## src/csr_settings.svh

```systemverilog
// Widths, CSR addresses, constant register values and exception codes
// for the machine-mode CSR file. Included by the package, the RTL and
// the testbench.

`ifndef CSR_SETTINGS_SVH
`define CSR_SETTINGS_SVH

`define CSR_XLEN            32
`define CSR_ADDR_W          12
`define CSR_CAUSE_W         6

// --------------------------------------------------
// CSR addresses
// --------------------------------------------------
`define CSR_ADDR_MSTATUS    12'h300
`define CSR_ADDR_MISA       12'h301
`define CSR_ADDR_MEDELEG    12'h302
`define CSR_ADDR_MIDELEG    12'h303
`define CSR_ADDR_MIE        12'h304
`define CSR_ADDR_MTVEC      12'h305
`define CSR_ADDR_MSCRATCH   12'h340
`define CSR_ADDR_MEPC       12'h341
`define CSR_ADDR_MCAUSE     12'h342
`define CSR_ADDR_MTVAL      12'h343
`define CSR_ADDR_MIP        12'h344
`define CSR_ADDR_MVENDORID  12'hF11
`define CSR_ADDR_MARCHID    12'hF12
`define CSR_ADDR_MIMPID     12'hF13
`define CSR_ADDR_MHARTID    12'hF14

// Bit positions in the one-hot read select
`define CSR_RS_MSTATUS      0
`define CSR_RS_MISA         1
`define CSR_RS_MEDELEG      2
`define CSR_RS_MIDELEG      3
`define CSR_RS_MIE          4
`define CSR_RS_MTVEC        5
`define CSR_RS_MSCRATCH     6
`define CSR_RS_MEPC         7
`define CSR_RS_MCAUSE       8
`define CSR_RS_MTVAL        9
`define CSR_RS_MIP          10
`define CSR_RS_MVENDORID    11
`define CSR_RS_MARCHID      12
`define CSR_RS_MIMPID       13
`define CSR_RS_MHARTID      14
`define CSR_RS_N            15

// --------------------------------------------------
// Reset and constant register values
// --------------------------------------------------
`define CSR_MTVEC_RESET     32'hC000_0000
`define CSR_MISA_VALUE      32'h4080_1106 // MXL=1, X M I C B
`define CSR_MVENDORID       32'h0000_0000
`define CSR_MARCHID         32'h0000_0000
`define CSR_MIMPID          32'h0000_0000
`define CSR_MHARTID         32'h0000_0000

// Exception codes accepted by mcause
`define CSR_TRAP_IALIGN     6'd0
`define CSR_TRAP_IACCESS    6'd1
`define CSR_TRAP_IOPCODE    6'd2
`define CSR_TRAP_BREAKPT    6'd3
`define CSR_TRAP_LDALIGN    6'd4
`define CSR_TRAP_LDACCESS   6'd5
`define CSR_TRAP_STALIGN    6'd6
`define CSR_TRAP_STACCESS   6'd7
`define CSR_TRAP_ECALLM     6'd11

`endif
```

## src/csr_pkg.sv

```systemverilog
// Types and helpers shared by the CSR file blocks. The word union gives
// the mstatus and mie/mip layouts over one 32-bit CSR word.

`include "csr_settings.svh"

package csr_pkg;

    typedef union packed {
        logic [`CSR_XLEN-1:0] raw;
        struct packed {
            logic [`CSR_XLEN-1:8] hi;   // SD, MPP, FS and friends, all zero
            logic                 mpie;
            logic [6:4]           mid;
            logic                 mie;
            logic [2:0]           lo;
        } status;
        struct packed {
            logic [`CSR_XLEN-1:12] hi;
            logic                  ext; // MEIE / MEIP
            logic [10:8]           res2;
            logic                  tmr; // MTIE / MTIP
            logic [6:4]            res1;
            logic                  sw;  // MSIE / MSIP
            logic [2:0]            res0;
        } irq;
    } csr_word_u;

    // New field value for a write, a set or a clear
    function automatic logic [`CSR_XLEN-1:0] csr_merge(
        input logic [`CSR_XLEN-1:0] old_val,
        input logic [`CSR_XLEN-1:0] wdata,
        input logic                 set,
        input logic                 clr
    );
        if (set) begin
            return old_val | wdata;
        end else if (clr) begin
            return old_val & ~wdata;
        end
        return wdata;
    endfunction

endpackage

```

## src/csr_file.sv

```systemverilog
// Machine-mode CSR file of the RV32 core. Reads are combinational, writes
// and trap/MRET updates land on the next rising edge of g_clk.

`timescale 1ns/1ps
`include "csr_settings.svh"

module csr_file import csr_pkg::*; (
    input  logic                    g_clk,
    input  logic                    g_resetn,
    input  logic                    csr_en,
    input  logic                    csr_wr,
    input  logic                    csr_wr_set,
    input  logic                    csr_wr_clr,
    input  logic [`CSR_ADDR_W-1:0]  csr_addr,
    input  logic [`CSR_XLEN-1:0]    csr_wdata,
    input  logic                    exec_mret,
    input  logic                    mip_meip,
    input  logic                    mip_mtip,
    input  logic                    mip_msip,
    input  logic                    trap_cpu,
    input  logic                    trap_int,
    input  logic [`CSR_CAUSE_W-1:0] trap_cause,
    input  logic [`CSR_XLEN-1:0]    trap_mtval,
    input  logic [`CSR_XLEN-1:0]    trap_pc,
    output logic [`CSR_XLEN-1:0]    csr_rdata,
    output logic [`CSR_XLEN-1:0]    csr_mepc,
    output logic [`CSR_XLEN-1:0]    csr_mtvec,
    output logic                    mstatus_mie,
    output logic                    mie_meie,
    output logic                    mie_mtie,
    output logic                    mie_msie
);

    wire csr_word_u            wdata_u = csr_wdata;
    wire [`CSR_RS_N-1:0]       rd_sel;
    wire                       wen_mstatus;
    wire                       wen_mie;
    wire                       wen_mtvec;
    wire                       wen_mscratch;
    wire                       wen_mepc;
    wire                       wen_mcause;
    wire                       wen_mtval;
    wire                       mstatus_mpie;
    wire [`CSR_XLEN-1:0]       mscratch;
    wire [`CSR_XLEN-1:0]       mcause;
    wire [`CSR_XLEN-1:0]       mtval;

    // --------------------------------------------------
    // Decode, state, read side
    // --------------------------------------------------
    csr_access_decode decode_i (
        .csr_en, .csr_wr, .csr_addr, .csr_wdata(wdata_u), .rd_sel,
        .wen_mstatus, .wen_mie, .wen_mtvec, .wen_mscratch,
        .wen_mepc, .wen_mcause, .wen_mtval
    );

    csr_trap_state trap_state_i (
        .g_clk, .g_resetn, .csr_wr_set, .csr_wr_clr, .csr_wdata(wdata_u),
        .wen_mstatus, .wen_mepc, .wen_mcause, .wen_mtval,
        .exec_mret, .trap_cpu, .trap_int, .trap_cause, .trap_mtval, .trap_pc,
        .mstatus_mie, .mstatus_mpie, .mepc(csr_mepc), .mcause, .mtval
    );

    csr_machine_regs machine_regs_i (
        .g_clk, .g_resetn, .csr_wr_set, .csr_wr_clr, .csr_wdata(wdata_u),
        .wen_mie, .wen_mtvec, .wen_mscratch,
        .mie_meie, .mie_mtie, .mie_msie, .mtvec(csr_mtvec), .mscratch
    );

    csr_read_mux read_mux_i (
        .rd_sel, .mstatus_mie, .mstatus_mpie,
        .mie_meie, .mie_mtie, .mie_msie, .mip_meip, .mip_mtip, .mip_msip,
        .mtvec(csr_mtvec), .mscratch, .mepc(csr_mepc), .mcause, .mtval,
        .csr_rdata
    );

endmodule

```

## src/csr_read_mux.sv

```systemverilog
// Read side of the CSR file. Assembles every readable CSR word and picks
// one with the one-hot select. No select bit set gives zero.

`timescale 1ns/1ps
`include "csr_settings.svh"

module csr_read_mux import csr_pkg::*; (
    input  logic [`CSR_RS_N-1:0] rd_sel,
    input  logic                 mstatus_mie,
    input  logic                 mstatus_mpie,
    input  logic                 mie_meie,
    input  logic                 mie_mtie,
    input  logic                 mie_msie,
    input  logic                 mip_meip,
    input  logic                 mip_mtip,
    input  logic                 mip_msip,
    input  logic [`CSR_XLEN-1:0] mtvec,
    input  logic [`CSR_XLEN-1:0] mscratch,
    input  logic [`CSR_XLEN-1:0] mepc,
    input  logic [`CSR_XLEN-1:0] mcause,
    input  logic [`CSR_XLEN-1:0] mtval,
    output logic [`CSR_XLEN-1:0] csr_rdata
);

    csr_word_u words [`CSR_RS_N];

    // --------------------------------------------------
    // CSR words, indexed like rd_sel
    // --------------------------------------------------
    always_comb begin
        words = '{default: '0};                  // medeleg, mideleg stay zero
        words[`CSR_RS_MSTATUS].status.mie  = mstatus_mie;
        words[`CSR_RS_MSTATUS].status.mpie = mstatus_mpie;
        words[`CSR_RS_MIE].irq.ext         = mie_meie;
        words[`CSR_RS_MIE].irq.tmr         = mie_mtie;
        words[`CSR_RS_MIE].irq.sw          = mie_msie;
        words[`CSR_RS_MIP].irq.ext         = mip_meip;
        words[`CSR_RS_MIP].irq.tmr         = mip_mtip;
        words[`CSR_RS_MIP].irq.sw          = mip_msip;
        words[`CSR_RS_MISA].raw            = `CSR_MISA_VALUE;
        words[`CSR_RS_MVENDORID].raw       = `CSR_MVENDORID;
        words[`CSR_RS_MARCHID].raw         = `CSR_MARCHID;
        words[`CSR_RS_MIMPID].raw          = `CSR_MIMPID;
        words[`CSR_RS_MHARTID].raw         = `CSR_MHARTID;
        words[`CSR_RS_MTVEC].raw           = mtvec;
        words[`CSR_RS_MSCRATCH].raw        = mscratch;
        words[`CSR_RS_MEPC].raw            = mepc;
        words[`CSR_RS_MCAUSE].raw          = mcause;
        words[`CSR_RS_MTVAL].raw           = mtval;
    end

    // AND-OR select
    always_comb begin
        csr_rdata = '0;
        for (int i = 0; i < `CSR_RS_N; i++) begin
            csr_rdata = csr_rdata | ({`CSR_XLEN{rd_sel[i]}} & words[i].raw);
        end
    end

endmodule

```

## src/csr_machine_regs.sv

```systemverilog
// Machine CSRs changed only by software: the mie enable bits, mtvec in
// direct mode and mscratch.

`timescale 1ns/1ps
`include "csr_settings.svh"

module csr_machine_regs import csr_pkg::*; (
    input  logic                 g_clk,
    input  logic                 g_resetn,
    input  logic                 csr_wr_set,
    input  logic                 csr_wr_clr,
    input  csr_word_u            csr_wdata,
    input  logic                 wen_mie,
    input  logic                 wen_mtvec,
    input  logic                 wen_mscratch,
    output logic                 mie_meie,
    output logic                 mie_mtie,
    output logic                 mie_msie,
    output logic [`CSR_XLEN-1:0] mtvec,
    output logic [`CSR_XLEN-1:0] mscratch
);

    localparam logic [`CSR_XLEN-1:0] MTVEC_RESET = `CSR_MTVEC_RESET;

    csr_word_u            mie_old;
    csr_word_u            mie_new;
    logic [`CSR_XLEN-1:2] mtvec_base;
    logic [`CSR_XLEN-1:0] mtvec_new;

    always_comb begin
        mie_old = '0;
        mie_old.irq.ext = mie_meie;
        mie_old.irq.tmr = mie_mtie;
        mie_old.irq.sw  = mie_msie;
        mie_new.raw = csr_merge(mie_old.raw, csr_wdata.raw, csr_wr_set, csr_wr_clr);
    end

    assign mtvec     = {mtvec_base, 2'b00};     // Direct mode only
    assign mtvec_new = csr_merge(mtvec, csr_wdata.raw, csr_wr_set, csr_wr_clr);

    // --------------------------------------------------
    // Register updates
    // --------------------------------------------------
    always_ff @(posedge g_clk) begin
        if (!g_resetn) begin
            mie_meie   <= 1'b0;
            mie_mtie   <= 1'b0;
            mie_msie   <= 1'b0;
            mtvec_base <= MTVEC_RESET[`CSR_XLEN-1:2];
            mscratch   <= '0;
        end else begin
            if (wen_mie) begin
                mie_meie <= mie_new.irq.ext;
                mie_mtie <= mie_new.irq.tmr;
                mie_msie <= mie_new.irq.sw;
            end
            if (wen_mtvec) begin
                mtvec_base <= mtvec_new[`CSR_XLEN-1:2];
            end
            if (wen_mscratch) begin
                mscratch <= csr_merge(mscratch, csr_wdata.raw, csr_wr_set, csr_wr_clr);
            end
        end
    end

endmodule

```

## src/csr_trap_state.sv

```systemverilog
// State touched by traps and MRET: mstatus MIE/MPIE, mepc, mcause and
// mtval. Hardware updates take priority over a software write in the
// same cycle.

`timescale 1ns/1ps
`include "csr_settings.svh"

module csr_trap_state import csr_pkg::*; (
    input  logic                    g_clk,
    input  logic                    g_resetn,
    input  logic                    csr_wr_set,
    input  logic                    csr_wr_clr,
    input  csr_word_u               csr_wdata,
    input  logic                    wen_mstatus,
    input  logic                    wen_mepc,
    input  logic                    wen_mcause,
    input  logic                    wen_mtval,
    input  logic                    exec_mret,
    input  logic                    trap_cpu,
    input  logic                    trap_int,
    input  logic [`CSR_CAUSE_W-1:0] trap_cause,
    input  logic [`CSR_XLEN-1:0]    trap_mtval,
    input  logic [`CSR_XLEN-1:0]    trap_pc,
    output logic                    mstatus_mie,
    output logic                    mstatus_mpie,
    output logic [`CSR_XLEN-1:0]    mepc,
    output logic [`CSR_XLEN-1:0]    mcause,
    output logic [`CSR_XLEN-1:0]    mtval
);

    logic                 trap;
    csr_word_u            status_old;
    csr_word_u            status_new;
    logic [`CSR_XLEN-1:0] mepc_new;

    assign trap = trap_cpu || trap_int;

    // Current mstatus laid out as a word so set/clear hit the right bits
    always_comb begin
        status_old = '0;
        status_old.status.mie  = mstatus_mie;
        status_old.status.mpie = mstatus_mpie;
        status_new.raw = csr_merge(status_old.raw, csr_wdata.raw, csr_wr_set, csr_wr_clr);
    end

    assign mepc_new = csr_merge(mepc, csr_wdata.raw, csr_wr_set, csr_wr_clr);

    // --------------------------------------------------
    // mstatus
    // --------------------------------------------------
    always_ff @(posedge g_clk) begin
        if (!g_resetn) begin
            mstatus_mie  <= 1'b0;
            mstatus_mpie <= 1'b0;
        end else if (trap) begin
            mstatus_mpie <= mstatus_mie;         // Stack the enable
            mstatus_mie  <= 1'b0;
        end else if (exec_mret) begin
            mstatus_mie  <= mstatus_mpie;        // Unstack on return
            mstatus_mpie <= 1'b0;
        end else if (wen_mstatus) begin
            mstatus_mie  <= status_new.status.mie;
            mstatus_mpie <= status_new.status.mpie;
        end
    end

    // --------------------------------------------------
    // mepc, mcause, mtval
    // --------------------------------------------------
    always_ff @(posedge g_clk) begin
        if (!g_resetn) begin
            mepc <= '0;
        end else if (trap) begin
            mepc <= {trap_pc[`CSR_XLEN-1:1], 1'b0};
        end else if (wen_mepc) begin
            mepc <= {mepc_new[`CSR_XLEN-1:1], 1'b0}; // IALIGN=16, bit 0 stays low
        end
    end

    always_ff @(posedge g_clk) begin
        if (!g_resetn) begin
            mcause <= '0;
        end else if (trap) begin
            mcause <= {trap_int, {(`CSR_XLEN-`CSR_CAUSE_W-1){1'b0}}, trap_cause};
        end else if (wen_mcause) begin
            mcause <= csr_merge(mcause, csr_wdata.raw, csr_wr_set, csr_wr_clr);
        end
    end

    // Interrupts carry no trap value
    always_ff @(posedge g_clk) begin
        if (!g_resetn) begin
            mtval <= '0;
        end else if (trap_cpu) begin
            mtval <= trap_mtval;
        end else if (wen_mtval) begin
            mtval <= csr_merge(mtval, csr_wdata.raw, csr_wr_set, csr_wr_clr);
        end
    end

endmodule

```

## src/csr_access_decode.sv

```systemverilog
// Address decode for the CSR file. Turns the access address into a one-hot
// read select and per-register write strobes. mcause writes carrying an
// unsupported exception code are dropped here.

`timescale 1ns/1ps
`include "csr_settings.svh"

module csr_access_decode import csr_pkg::*; (
    input  logic                    csr_en,
    input  logic                    csr_wr,
    input  logic [`CSR_ADDR_W-1:0]  csr_addr,
    input  csr_word_u               csr_wdata,
    output logic [`CSR_RS_N-1:0]    rd_sel,
    output logic                    wen_mstatus,
    output logic                    wen_mie,
    output logic                    wen_mtvec,
    output logic                    wen_mscratch,
    output logic                    wen_mepc,
    output logic                    wen_mcause,
    output logic                    wen_mtval
);

    logic cause_ok;

    // --------------------------------------------------
    // Read select, one bit per known CSR
    // --------------------------------------------------
    assign rd_sel[`CSR_RS_MSTATUS]   = csr_en && (csr_addr == `CSR_ADDR_MSTATUS);
    assign rd_sel[`CSR_RS_MISA]      = csr_en && (csr_addr == `CSR_ADDR_MISA);
    assign rd_sel[`CSR_RS_MEDELEG]   = csr_en && (csr_addr == `CSR_ADDR_MEDELEG);
    assign rd_sel[`CSR_RS_MIDELEG]   = csr_en && (csr_addr == `CSR_ADDR_MIDELEG);
    assign rd_sel[`CSR_RS_MIE]       = csr_en && (csr_addr == `CSR_ADDR_MIE);
    assign rd_sel[`CSR_RS_MTVEC]     = csr_en && (csr_addr == `CSR_ADDR_MTVEC);
    assign rd_sel[`CSR_RS_MSCRATCH]  = csr_en && (csr_addr == `CSR_ADDR_MSCRATCH);
    assign rd_sel[`CSR_RS_MEPC]      = csr_en && (csr_addr == `CSR_ADDR_MEPC);
    assign rd_sel[`CSR_RS_MCAUSE]    = csr_en && (csr_addr == `CSR_ADDR_MCAUSE);
    assign rd_sel[`CSR_RS_MTVAL]     = csr_en && (csr_addr == `CSR_ADDR_MTVAL);
    assign rd_sel[`CSR_RS_MIP]       = csr_en && (csr_addr == `CSR_ADDR_MIP);
    assign rd_sel[`CSR_RS_MVENDORID] = csr_en && (csr_addr == `CSR_ADDR_MVENDORID);
    assign rd_sel[`CSR_RS_MARCHID]   = csr_en && (csr_addr == `CSR_ADDR_MARCHID);
    assign rd_sel[`CSR_RS_MIMPID]    = csr_en && (csr_addr == `CSR_ADDR_MIMPID);
    assign rd_sel[`CSR_RS_MHARTID]   = csr_en && (csr_addr == `CSR_ADDR_MHARTID);

    // Only synchronous exception codes this core raises
    assign cause_ok = (csr_wdata.raw[`CSR_XLEN-1:`CSR_CAUSE_W] == '0) &&
                      (csr_wdata.raw[`CSR_CAUSE_W-1:0] inside {
                          `CSR_TRAP_IALIGN,  `CSR_TRAP_IACCESS,
                          `CSR_TRAP_IOPCODE, `CSR_TRAP_BREAKPT,
                          `CSR_TRAP_LDALIGN, `CSR_TRAP_LDACCESS,
                          `CSR_TRAP_STALIGN, `CSR_TRAP_STACCESS,
                          `CSR_TRAP_ECALLM});

    // --------------------------------------------------
    // Write strobes, rd_sel already carries csr_en
    // --------------------------------------------------
    assign wen_mstatus  = csr_wr && rd_sel[`CSR_RS_MSTATUS];
    assign wen_mie      = csr_wr && rd_sel[`CSR_RS_MIE];
    assign wen_mtvec    = csr_wr && rd_sel[`CSR_RS_MTVEC];
    assign wen_mscratch = csr_wr && rd_sel[`CSR_RS_MSCRATCH];
    assign wen_mepc     = csr_wr && rd_sel[`CSR_RS_MEPC];
    assign wen_mcause   = csr_wr && rd_sel[`CSR_RS_MCAUSE] && cause_ok;
    assign wen_mtval    = csr_wr && rd_sel[`CSR_RS_MTVAL];

endmodule

```

## config.mk

```make
export PLATFORM = sky130hd
export DESIGN_NAME = csr_file
export DESIGN_NICKNAME = d
export VERILOG_FILES = /design/src/csr_pkg.sv /design/src/csr_file.sv /design/src/csr_read_mux.sv /design/src/csr_machine_regs.sv /design/src/csr_trap_state.sv /design/src/csr_access_decode.sv
export VERILOG_INCLUDE_DIRS = /design/src
export SDC_FILE = /design/constraint.sdc
export NUM_CORES = 1
export LEC_CHECK = 0
export ABC_AREA = 1
export ABC_CLOCK_PERIOD_IN_PS = 4100
export BUFFER_PORTS_ARGS = -buffer_cell sky130_fd_sc_hd__buf_4
export CAP_MARGIN = 20
export CORE_MARGIN = 2
export CORE_UTILIZATION = 58
export CTS_BUF_LIST = sky130_fd_sc_hd__clkbuf_16
export DETAILED_ROUTE_END_ITERATION = 8
export PLACE_DENSITY = 0.86
export SLEW_MARGIN = 20
export SYNTH_ARGS = -nofsm -noshare
export SYNTH_HDL_FRONTEND = slang
export SYNTH_SLANG_ARGS = --single-unit
```

## constraint.sdc

```tcl
create_clock -name g_clk -period 4.1 [get_ports g_clk]
set_clock_uncertainty 0.1 [all_clocks]
set_input_delay 0.615 -clock g_clk [delete_from_list [all_inputs] [get_ports g_clk]]
set_output_delay 0.615 -clock g_clk [all_outputs]
set_load 0.05 [all_outputs]
```

# Yosys cells after proc, flatten, opt, wreduce, memory -nomap -nowiden
# Index checks and enable logic that the tools add are counted.
word_totals:
  inputBits: 126
  wordCells: 130
  register_bits: 162
  out_inout_bits: 100
op_classes:
  reduce_logical: 28
  bitwise_logic: 32
  eq_ne: 17
  n_mux: 42
op_table:
  columns: ["cell", "count"]
  rows:
  - ["32-bit two-way mux", 21]
  - ["32-bit OR", 12]
  - ["32-bit AND", 10]
  - ["12-bit by 10-bit equality test with 1-bit output, second input constant", 9]
  - ["32-bit by 12-bit AND with 32-bit output", 2]
  - ["12-bit two-way mux", 3]
  - ["32-bit by 8-bit AND with 32-bit output", 1]
  - ["32-bit NOT", 1]
  - ["32-bit by 31-bit OR with 32-bit output", 1]
  - ["26-bit logical NOT", 1]
  - ["6-bit by 3-bit equality test with 1-bit output, second input constant", 4]
  - ["8-bit two-way mux", 3]
  - ["1-bit logical AND", 18]
  - ["1-bit two-way mux", 15]
  - ["12-bit AND", 1]
  - ["6-bit by 2-bit equality test with 1-bit output, second input constant", 2]
  - ["12-bit OR", 1]
  - ["9-bit nonzero test", 1]
  - ["8-bit AND", 1]
  - ["8-bit OR", 1]
  - ["2-bit nonzero test", 4]
  - ["6-bit by 1-bit equality test with 1-bit output, second input constant", 1]
  - ["6-bit by 4-bit equality test with 1-bit output, second input constant", 1]
  - ["6-bit logical NOT", 1]
  - ["other kinds (4)", 4]

# Depth between registers and ports, before layout
# Gate-level depths: netlist of run 1.
logic_depth:
  ltp_word: 11
  ltp_mapped: 11
  depth_no_buf: 11

# Modules after synthesis
# Synthesis of run 1 repeated with hierarchy kept, for this count alone.
unflattened:
  cells_unflattened: 1813
  hier_area_um2: 10373.7
modules_own_cells:
  columns: ["mod", "cells_per_inst", "area_per_inst_um2", "seq_area_each_um2", "instances"]
  rows:
  - ["csr_trap_state", 910, 5405.2, 1941.9, 1]
  - ["csr_machine_regs", 454, 3034.2, 1301.2, 1]
  - ["csr_read_mux", 349, 1492.7, 0.0, 1]
  - ["csr_access_decode", 100, 441.7, 0.0, 1]

# Worst setup path after synthesis of run 1
# Ideal clock, no wire load.
synth_path:
  path_kind: "in2out"
  start: "input port csr_addr[11]"
  end: "output port csr_rdata[0]"
  slack_ns: 1.298
  stages: 6
  arrival_time_ns: 2.087
  n_path_buf: 1
  required_ns: 3.385
  path_cell_list: "nor2_1 > nand2_2 > nor2_8 > nand2_4 > clkbuf_1 > o211ai_1"
synth_between:
  elab_chain_cells: 11
  word_cells_on_any_way: 32
synth_lines:
  columns: ["element", "line", "source"]
  rows:
  - ["start, declared", "csr_file.sv:14", "input logic [`CSR_ADDR_W-1:0] csr_addr,"]
  - ["12-bit by 10-bit equality test with 1-bit output (no source line)", null, null]
  - ["1-bit logical AND", "csr_access_decode.sv:28", "assign rd_sel[`CSR_RS_MSTATUS] = csr_en && (csr_addr == `CSR_ADDR_MSTATUS);"]
  - ["32-bit by 8-bit AND with 32-bit output", "csr_read_mux.sv:56", "csr_rdata = csr_rdata | ({`CSR_XLEN{rd_sel[i]}} & words[i].raw);"]
  - ["32-bit by 31-bit OR with 32-bit output", "csr_read_mux.sv:56", null]
  - ["32-bit OR (6 in series)", "csr_read_mux.sv:56", null]
  - ["32-bit OR (*)", "csr_read_mux.sv:56", null]
  - ["end, declared", "csr_file.sv:25", "output logic [`CSR_XLEN-1:0] csr_rdata,"]
# Every way passes the cells marked *; elsewhere a longest branch is shown, timed or not.

# Worst setup path in the final report of run 1
layout_path:
  start: "input port csr_addr[11]"
  end: "output port csr_rdata[31]"
# The elaborated chain is that of the path after synthesis.

==> impl_metrics.tcl, run 1 <==
set metrics [dict create \
    rsz0062_at_grt "false" \
    hold_violations 0 \
    post-dp-hpwl_mm 19.72 \
    netlist_instances 1372 \
    critPathLaunchType "input port" \
    wl_per_cell_um 17.55 \
    diodes 0 \
    syn-cell-area_um2 8677 \
    yosysMostFrequentCell "nand2_1" \
    clk_pin_slew_ps 60 \
    die_h_um 126.3 \
    startpoint "csr_addr[11]" \
    die_area_um2 15950 \
    dp_cells 1719 \
    root_buffer "clkbuf_16" \
    gp_congestion 0.9457 \
    setup_violations 0 \
    total_power_mw 3.654 \
    antenna_left 0 \
    synthToLayoutAreaGrowth_pct 25.55 \
    worstSkewPairLatency_ps 420 \
    period_share_pct 82.67 \
    hold_buffers 0 \
    tightest_slew_ps 832.7 \
    yosysUniqueCellTypes 36 \
    ys_warn_count 0 \
    io_buffers 221 \
    setup_tns_ps 0 \
    syn_area_per_cell_um2 6.324 \
    cts-htree-levels 4 \
    slew_viol_final 0 \
    cap_violations 0 \
    synth.largest_area_cell "dfxtp_1" \
    drc_errors 0 \
    start_util_pct 59.48 \
    ys_seq_area_share_pct 37.38 \
    critPathCapture "csr_rdata[31]" \
    drt-met1-wl_mm 11.43 \
    met3WireLength_mm 4.169 \
    grtUsageTotal_pct 37.25 \
    cp_max_fo 24 \
    grt_pass1_wl_mm 47.35 \
    grt_max_degree 57 \
    io_pins 226 \
    num_vias 10320 \
    dieWidth_um 126.3 \
    antenna_found_initial 0 \
    required_ps 3380 \
    wl_met2_mm 13.84 \
    wl_mm 30.67 \
    relSlewSlack_pct 44.36 \
    irDropWorstVdd_mv 0.3069 \
    hold_class "flip-flop to flip-flop" \
    min_period_ps 3389 \
    synthTopCellsByArea "dfxtp_1, nand2_1, nor2_1" \
    reg2reg_depth 4 \
    fin_nets 1680 \
    grt_overflow 0 \
    cts_buffers 17 \
    layout-drive-gt1-share_pct 18.87 \
    synth_seq_cells 162 \
    synth_top_area_share_pct 37.38 \
    nFillCells 1221 \
    p_per_area_nw_per_um2 335.4 \
    synthArstFlopShare_pct 0 \
    ys.flop_type "dfxtp_1" \
    cts_setup_buffers 0 \
    synth_common_cells "nand2_1, nor2_1, dfxtp_1" \
    path_class "input port to primary output" \
    firstDrtPassIters 6 \
    outcome "complete, no violations" \
    p_leak_nw 4.845 \
    first_iter_violations 1321 \
    cp.arrival_ps 2670 \
    viasPerCell 5.906 \
    instances_no_fill 1747 \
    synth_edf_count 0 \
    core_area_um2 14590 \
    highest_layer "met4" \
    cp-end-kind "primary output" \
    max_freq_mhz 295.0 \
    rows 44 \
    cts_tree "done" \
    clock_sinks 162 \
    reg2reg_slack_ps 3130 \
    cts_resized 0 \
    first_global_vias 9405 \
    clk_path_buf_depth 2 \
]
per-stage QoR:
stage                     util (%)  hold WS, ps  setup WS [ps]  area [µm²]
after global placement       71.05        315.8          836.7       10370
after floorplan                  -        308.7           1298        8685
after CTS                    74.67        331.3          827.7       10890
after detailed placement     71.05        322.2          825.2       10370
final                        74.67        328.7          710.5       10890
after global routing         74.67        349.7          577.0       10890
routing by layer:
layer,vias to the layer above,track usage [%]
li1,4805,-
met2,779,59.90
met4,0,16.55
met5,-,0
met3,114,9.194
met1,4620,47.68
worst min path at each step:
| stage | from | to | depth (start not counted) | slack, ps |
|---|---|---|---|---|
| floorplan | flip-flop | flip-flop | 2 | 310 |
| global placement | flip-flop | flip-flop | 2 | 320 |
| detailed placement | flip-flop | flip-flop | 2 | 320 |
| CTS | flip-flop | flip-flop | 2 | 330 |
| global route | flip-flop | flip-flop | 2 | 350 |
| finish | flip-flop | flip-flop | 2 | 330 |
cell families (layout without fill, tap and decap cells):
logic type,count (synthesis),count (layout),share of synthesized area [%]
DFF,162,162,37.38
other,1,3,0.04322
AOI/OAI and AO/OA,326,326,20.16
and+or+nand+nor,676,676,32.59
buffers and inverters,207,396,9.834
layout make-up:
type / count / area, µm² / area share (%)
timing repair buffer: 239 / 1807 / 16.58
tap: 184 / 230.2 / 2.113
multi-input combinational: 1005 / 4601 / 42.23
clock buffer: 17 / 425.4 / 3.905
inverter: 129 / 485.5 / 4.456
sequential: 162 / 3243 / 29.77
clock inverter: 11 / 102.6 / 0.9418
worst max-delay path, stage by stage:
cell	delay (ps)
buf_4	110
nor2_1	120
nand2_2	120
nor2_8	210
nand3_2	330
inv_2	630
a21oi_1	150
nand3_1	160
buf_4	220
power breakdown:
| group | switching [mW] | internal (mW) |
|---|---|---|
| Sequential | 0.0296 | 1.62 |
| Clock | 0.621 | 0.867 |
| Combinational | 0.338 | 0.179 |
cell usage in the layout, fill, tap and decap left out, types with 3 or more instances in the layout:
master / count
inv_2: 6
nand2_1: 354
clkinv_1: 4
nor2_2: 4
o21ai_1: 4
inv_1: 124
nand3_1: 69
nor3_1: 10
a31oi_1: 26
nand3_2: 11
o21ai_0: 129
buf_4: 238
nor2_4: 3
clkbuf_16: 17
conb_1: 3
nand3b_1: 5
o21a_1: 8
o211ai_1: 12
nor2_1: 200
nand4_1: 10
a21oi_1: 136
dfxtp_1: 162
a21boi_0: 8
nand2_2: 3
No activity file was read; power rests on OpenSTA's default activity.
==> run 2: changes to the inputs <==
--- a/config.mk
+++ b/config.mk
@@ -7,14 +7,14 @@
 export NUM_CORES = 1
 export LEC_CHECK = 0
 export ABC_AREA = 1
-export ABC_CLOCK_PERIOD_IN_PS = 4100
+export ABC_CLOCK_PERIOD_IN_PS = 2800
 export BUFFER_PORTS_ARGS = -buffer_cell sky130_fd_sc_hd__buf_4
 export CAP_MARGIN = 20
 export CORE_MARGIN = 2
-export CORE_UTILIZATION = 58
+export CORE_UTILIZATION = 48
 export CTS_BUF_LIST = sky130_fd_sc_hd__clkbuf_16
 export DETAILED_ROUTE_END_ITERATION = 8
-export PLACE_DENSITY = 0.86
+export PLACE_DENSITY = 0.76
 export SLEW_MARGIN = 20
 export SYNTH_ARGS = -nofsm -noshare
 export SYNTH_HDL_FRONTEND = slang
==> constraint.sdc (replaced) <==
create_clock -name g_clk -period 2.8 [get_ports g_clk]
set_clock_uncertainty 0.1 [all_clocks]
set_input_delay 0.42 -clock g_clk [delete_from_list [all_inputs] [get_ports g_clk]]
set_output_delay 0.42 -clock g_clk [all_outputs]
set_load 0.05 [all_outputs]
==> impl_metrics.tcl, run 2 (synthesized netlist as in run 1, its figures left out) <==
set metrics [dict create \
    hold_buffers 0 \
    grtUsageTotal_pct 32.32 \
    worstSkewPairLatency_ps 420 \
    final_core_util_pct 63.15 \
    internal_power_mw 4.206 \
    post-place-ws_ps 148.2 \
    required_ps 2280 \
    diodes 0 \
    grt_max_degree 107 \
    cp_slowest_cell "clkinv_1" \
    total_power_mw 5.715 \
    switching_share_pct 26.41 \
    start_util_pct 48.64 \
    mostFrequentLayoutCell "nand2_1" \
    clk_path_buf_depth 2 \
    relSlewSlack_pct 48.01 \
    cts-htree-levels 4 \
    hold_violations 0 \
    core_area_um2 17840 \
    cap_violations 0 \
    rows 49 \
    critPathLaunchType "input port" \
    first_global_vias 9340 \
    wl_per_cell_um 17.70 \
    clock_sinks 162 \
    io_pins 226 \
    post-dp-hpwl_mm 21.19 \
    hold_class "input port to flip-flop" \
    die_h_um 138.5 \
    crit_path_cell_trace "buf_4, nand2_1, inv_1, nand2_2, nor2_8, nand2_4, clkinv_1, nand2_1, o21ai_0, a21oi_1, nand3_1, buf_4" \
    outcome "complete, no violations" \
    instances_no_fill 1812 \
    p_clk_share_pct 44.1 \
    grt_overflow 0 \
    cp-end-kind "primary output" \
    antenna_found_initial 0 \
    drc_errors 0 \
    antenna_left 0 \
    setup_violations 0 \
    irDropWorstVdd_mv 0.4555 \
    crit_path_max_incr_delay_ps 420 \
    cp.arrival_ps 2150 \
    dp_cells 1780 \
    seqPwrFrac_pct 42.3 \
    slew_viol_final 0 \
    fin_nets 1696 \
    die_area_um2 19170 \
    num_vias 10200 \
    max_freq_mhz 374.8 \
    p_sw_mw 1.509 \
    layout-drive-gt1-share_pct 19.90 \
    firstDrtPassIters 5 \
    path_class "input port to primary output" \
    tightest_slew_ps 778.7 \
    whs_ps 161.3 \
    placed_cell_area_um2 10640 \
    wl_mm 32.08 \
    cts_resized 0 \
    grt_pass1_wl_mm 49.20 \
    root_buffer "clkbuf_16" \
    rsz0062_at_grt "false" \
    cts_tree "done" \
    setup_ws_ps 132.1 \
    setup_tns_ps 0 \
    first_iter_violations 1026 \
    cts_buffers 17 \
    viasPerCell 5.626 \
    clk_pin_slew_ps 60 \
    synthToLayoutAreaGrowth_pct 29.85 \
    io_buffers 221 \
    layout_common_cells "nand2_1, buf_4, nor2_1" \
    p_per_area_nw_per_um2 507.2 \
    period_share_pct 95.28 \
    gp_congestion 0.8943 \
    min_period_ps 2668 \
    dieWidth_um 138.5 \
    p_leak_nw 5.005 \
    power_frac_comb_pct 13.6 \
    cp_max_fo 14 \
    final_area_um2 11270 \
    cts_setup_buffers 0 \
]
[run 2: worst max-delay path: cells and delay by family]
kind | cells | cell delay [ps]
AO/OA/AOI/OAI | 2 | 200
buffers and inverters | 4 | 790
AND/OR/NAND/NOR | 6 | 730
[run 2: final timing paths]
path / slack [ps] / from / to / cells past startpoint
worst max-delay path: 130 / csr_addr[9] / csr_rdata[31] / 12
worst min-delay path: 160 / trap_cause[5] / trap_state_i.mcause[5] / 3
worst max register to register: 1840 / flip-flop / flip-flop / 4
worst min register to register: 330 / flip-flop / flip-flop / 2
[run 2: power by group through the flow]
stage | registers (mW) | logic (mW) | clock network, mW
finish | 2.41 | 0.780 | 2.52
global route | 2.42 | 0.840 | 2.61
CTS | 2.41 | 0.766 | 2.52
detailed placement | 2.46 | 0.762 | 0
global placement | 2.46 | 0.753 | 0
floorplan | 2.56 | 0.327 | 0
[run 2: layout make-up]
type	count	area [µm²]
multi-input combinational	1005	4601
timing repair buffer	255	2027
clock buffer	17	425.4
fill	1679	6574
sequential	162	3243
clock inverter	15	198.9
tap	229	286.5
inverter	129	485.5
[run 2: metal layers]
layer / up-vias / GRT usage (%) / wire length (µm)
met1: 4617 / 42.78 / 12680
met5: - / 0 / 0
met3: 97 / 6.651 / 3755
met2: 647 / 51.02 / 14400
li1: 4834 / - / -
met4: 0 / 14.55 / 1238
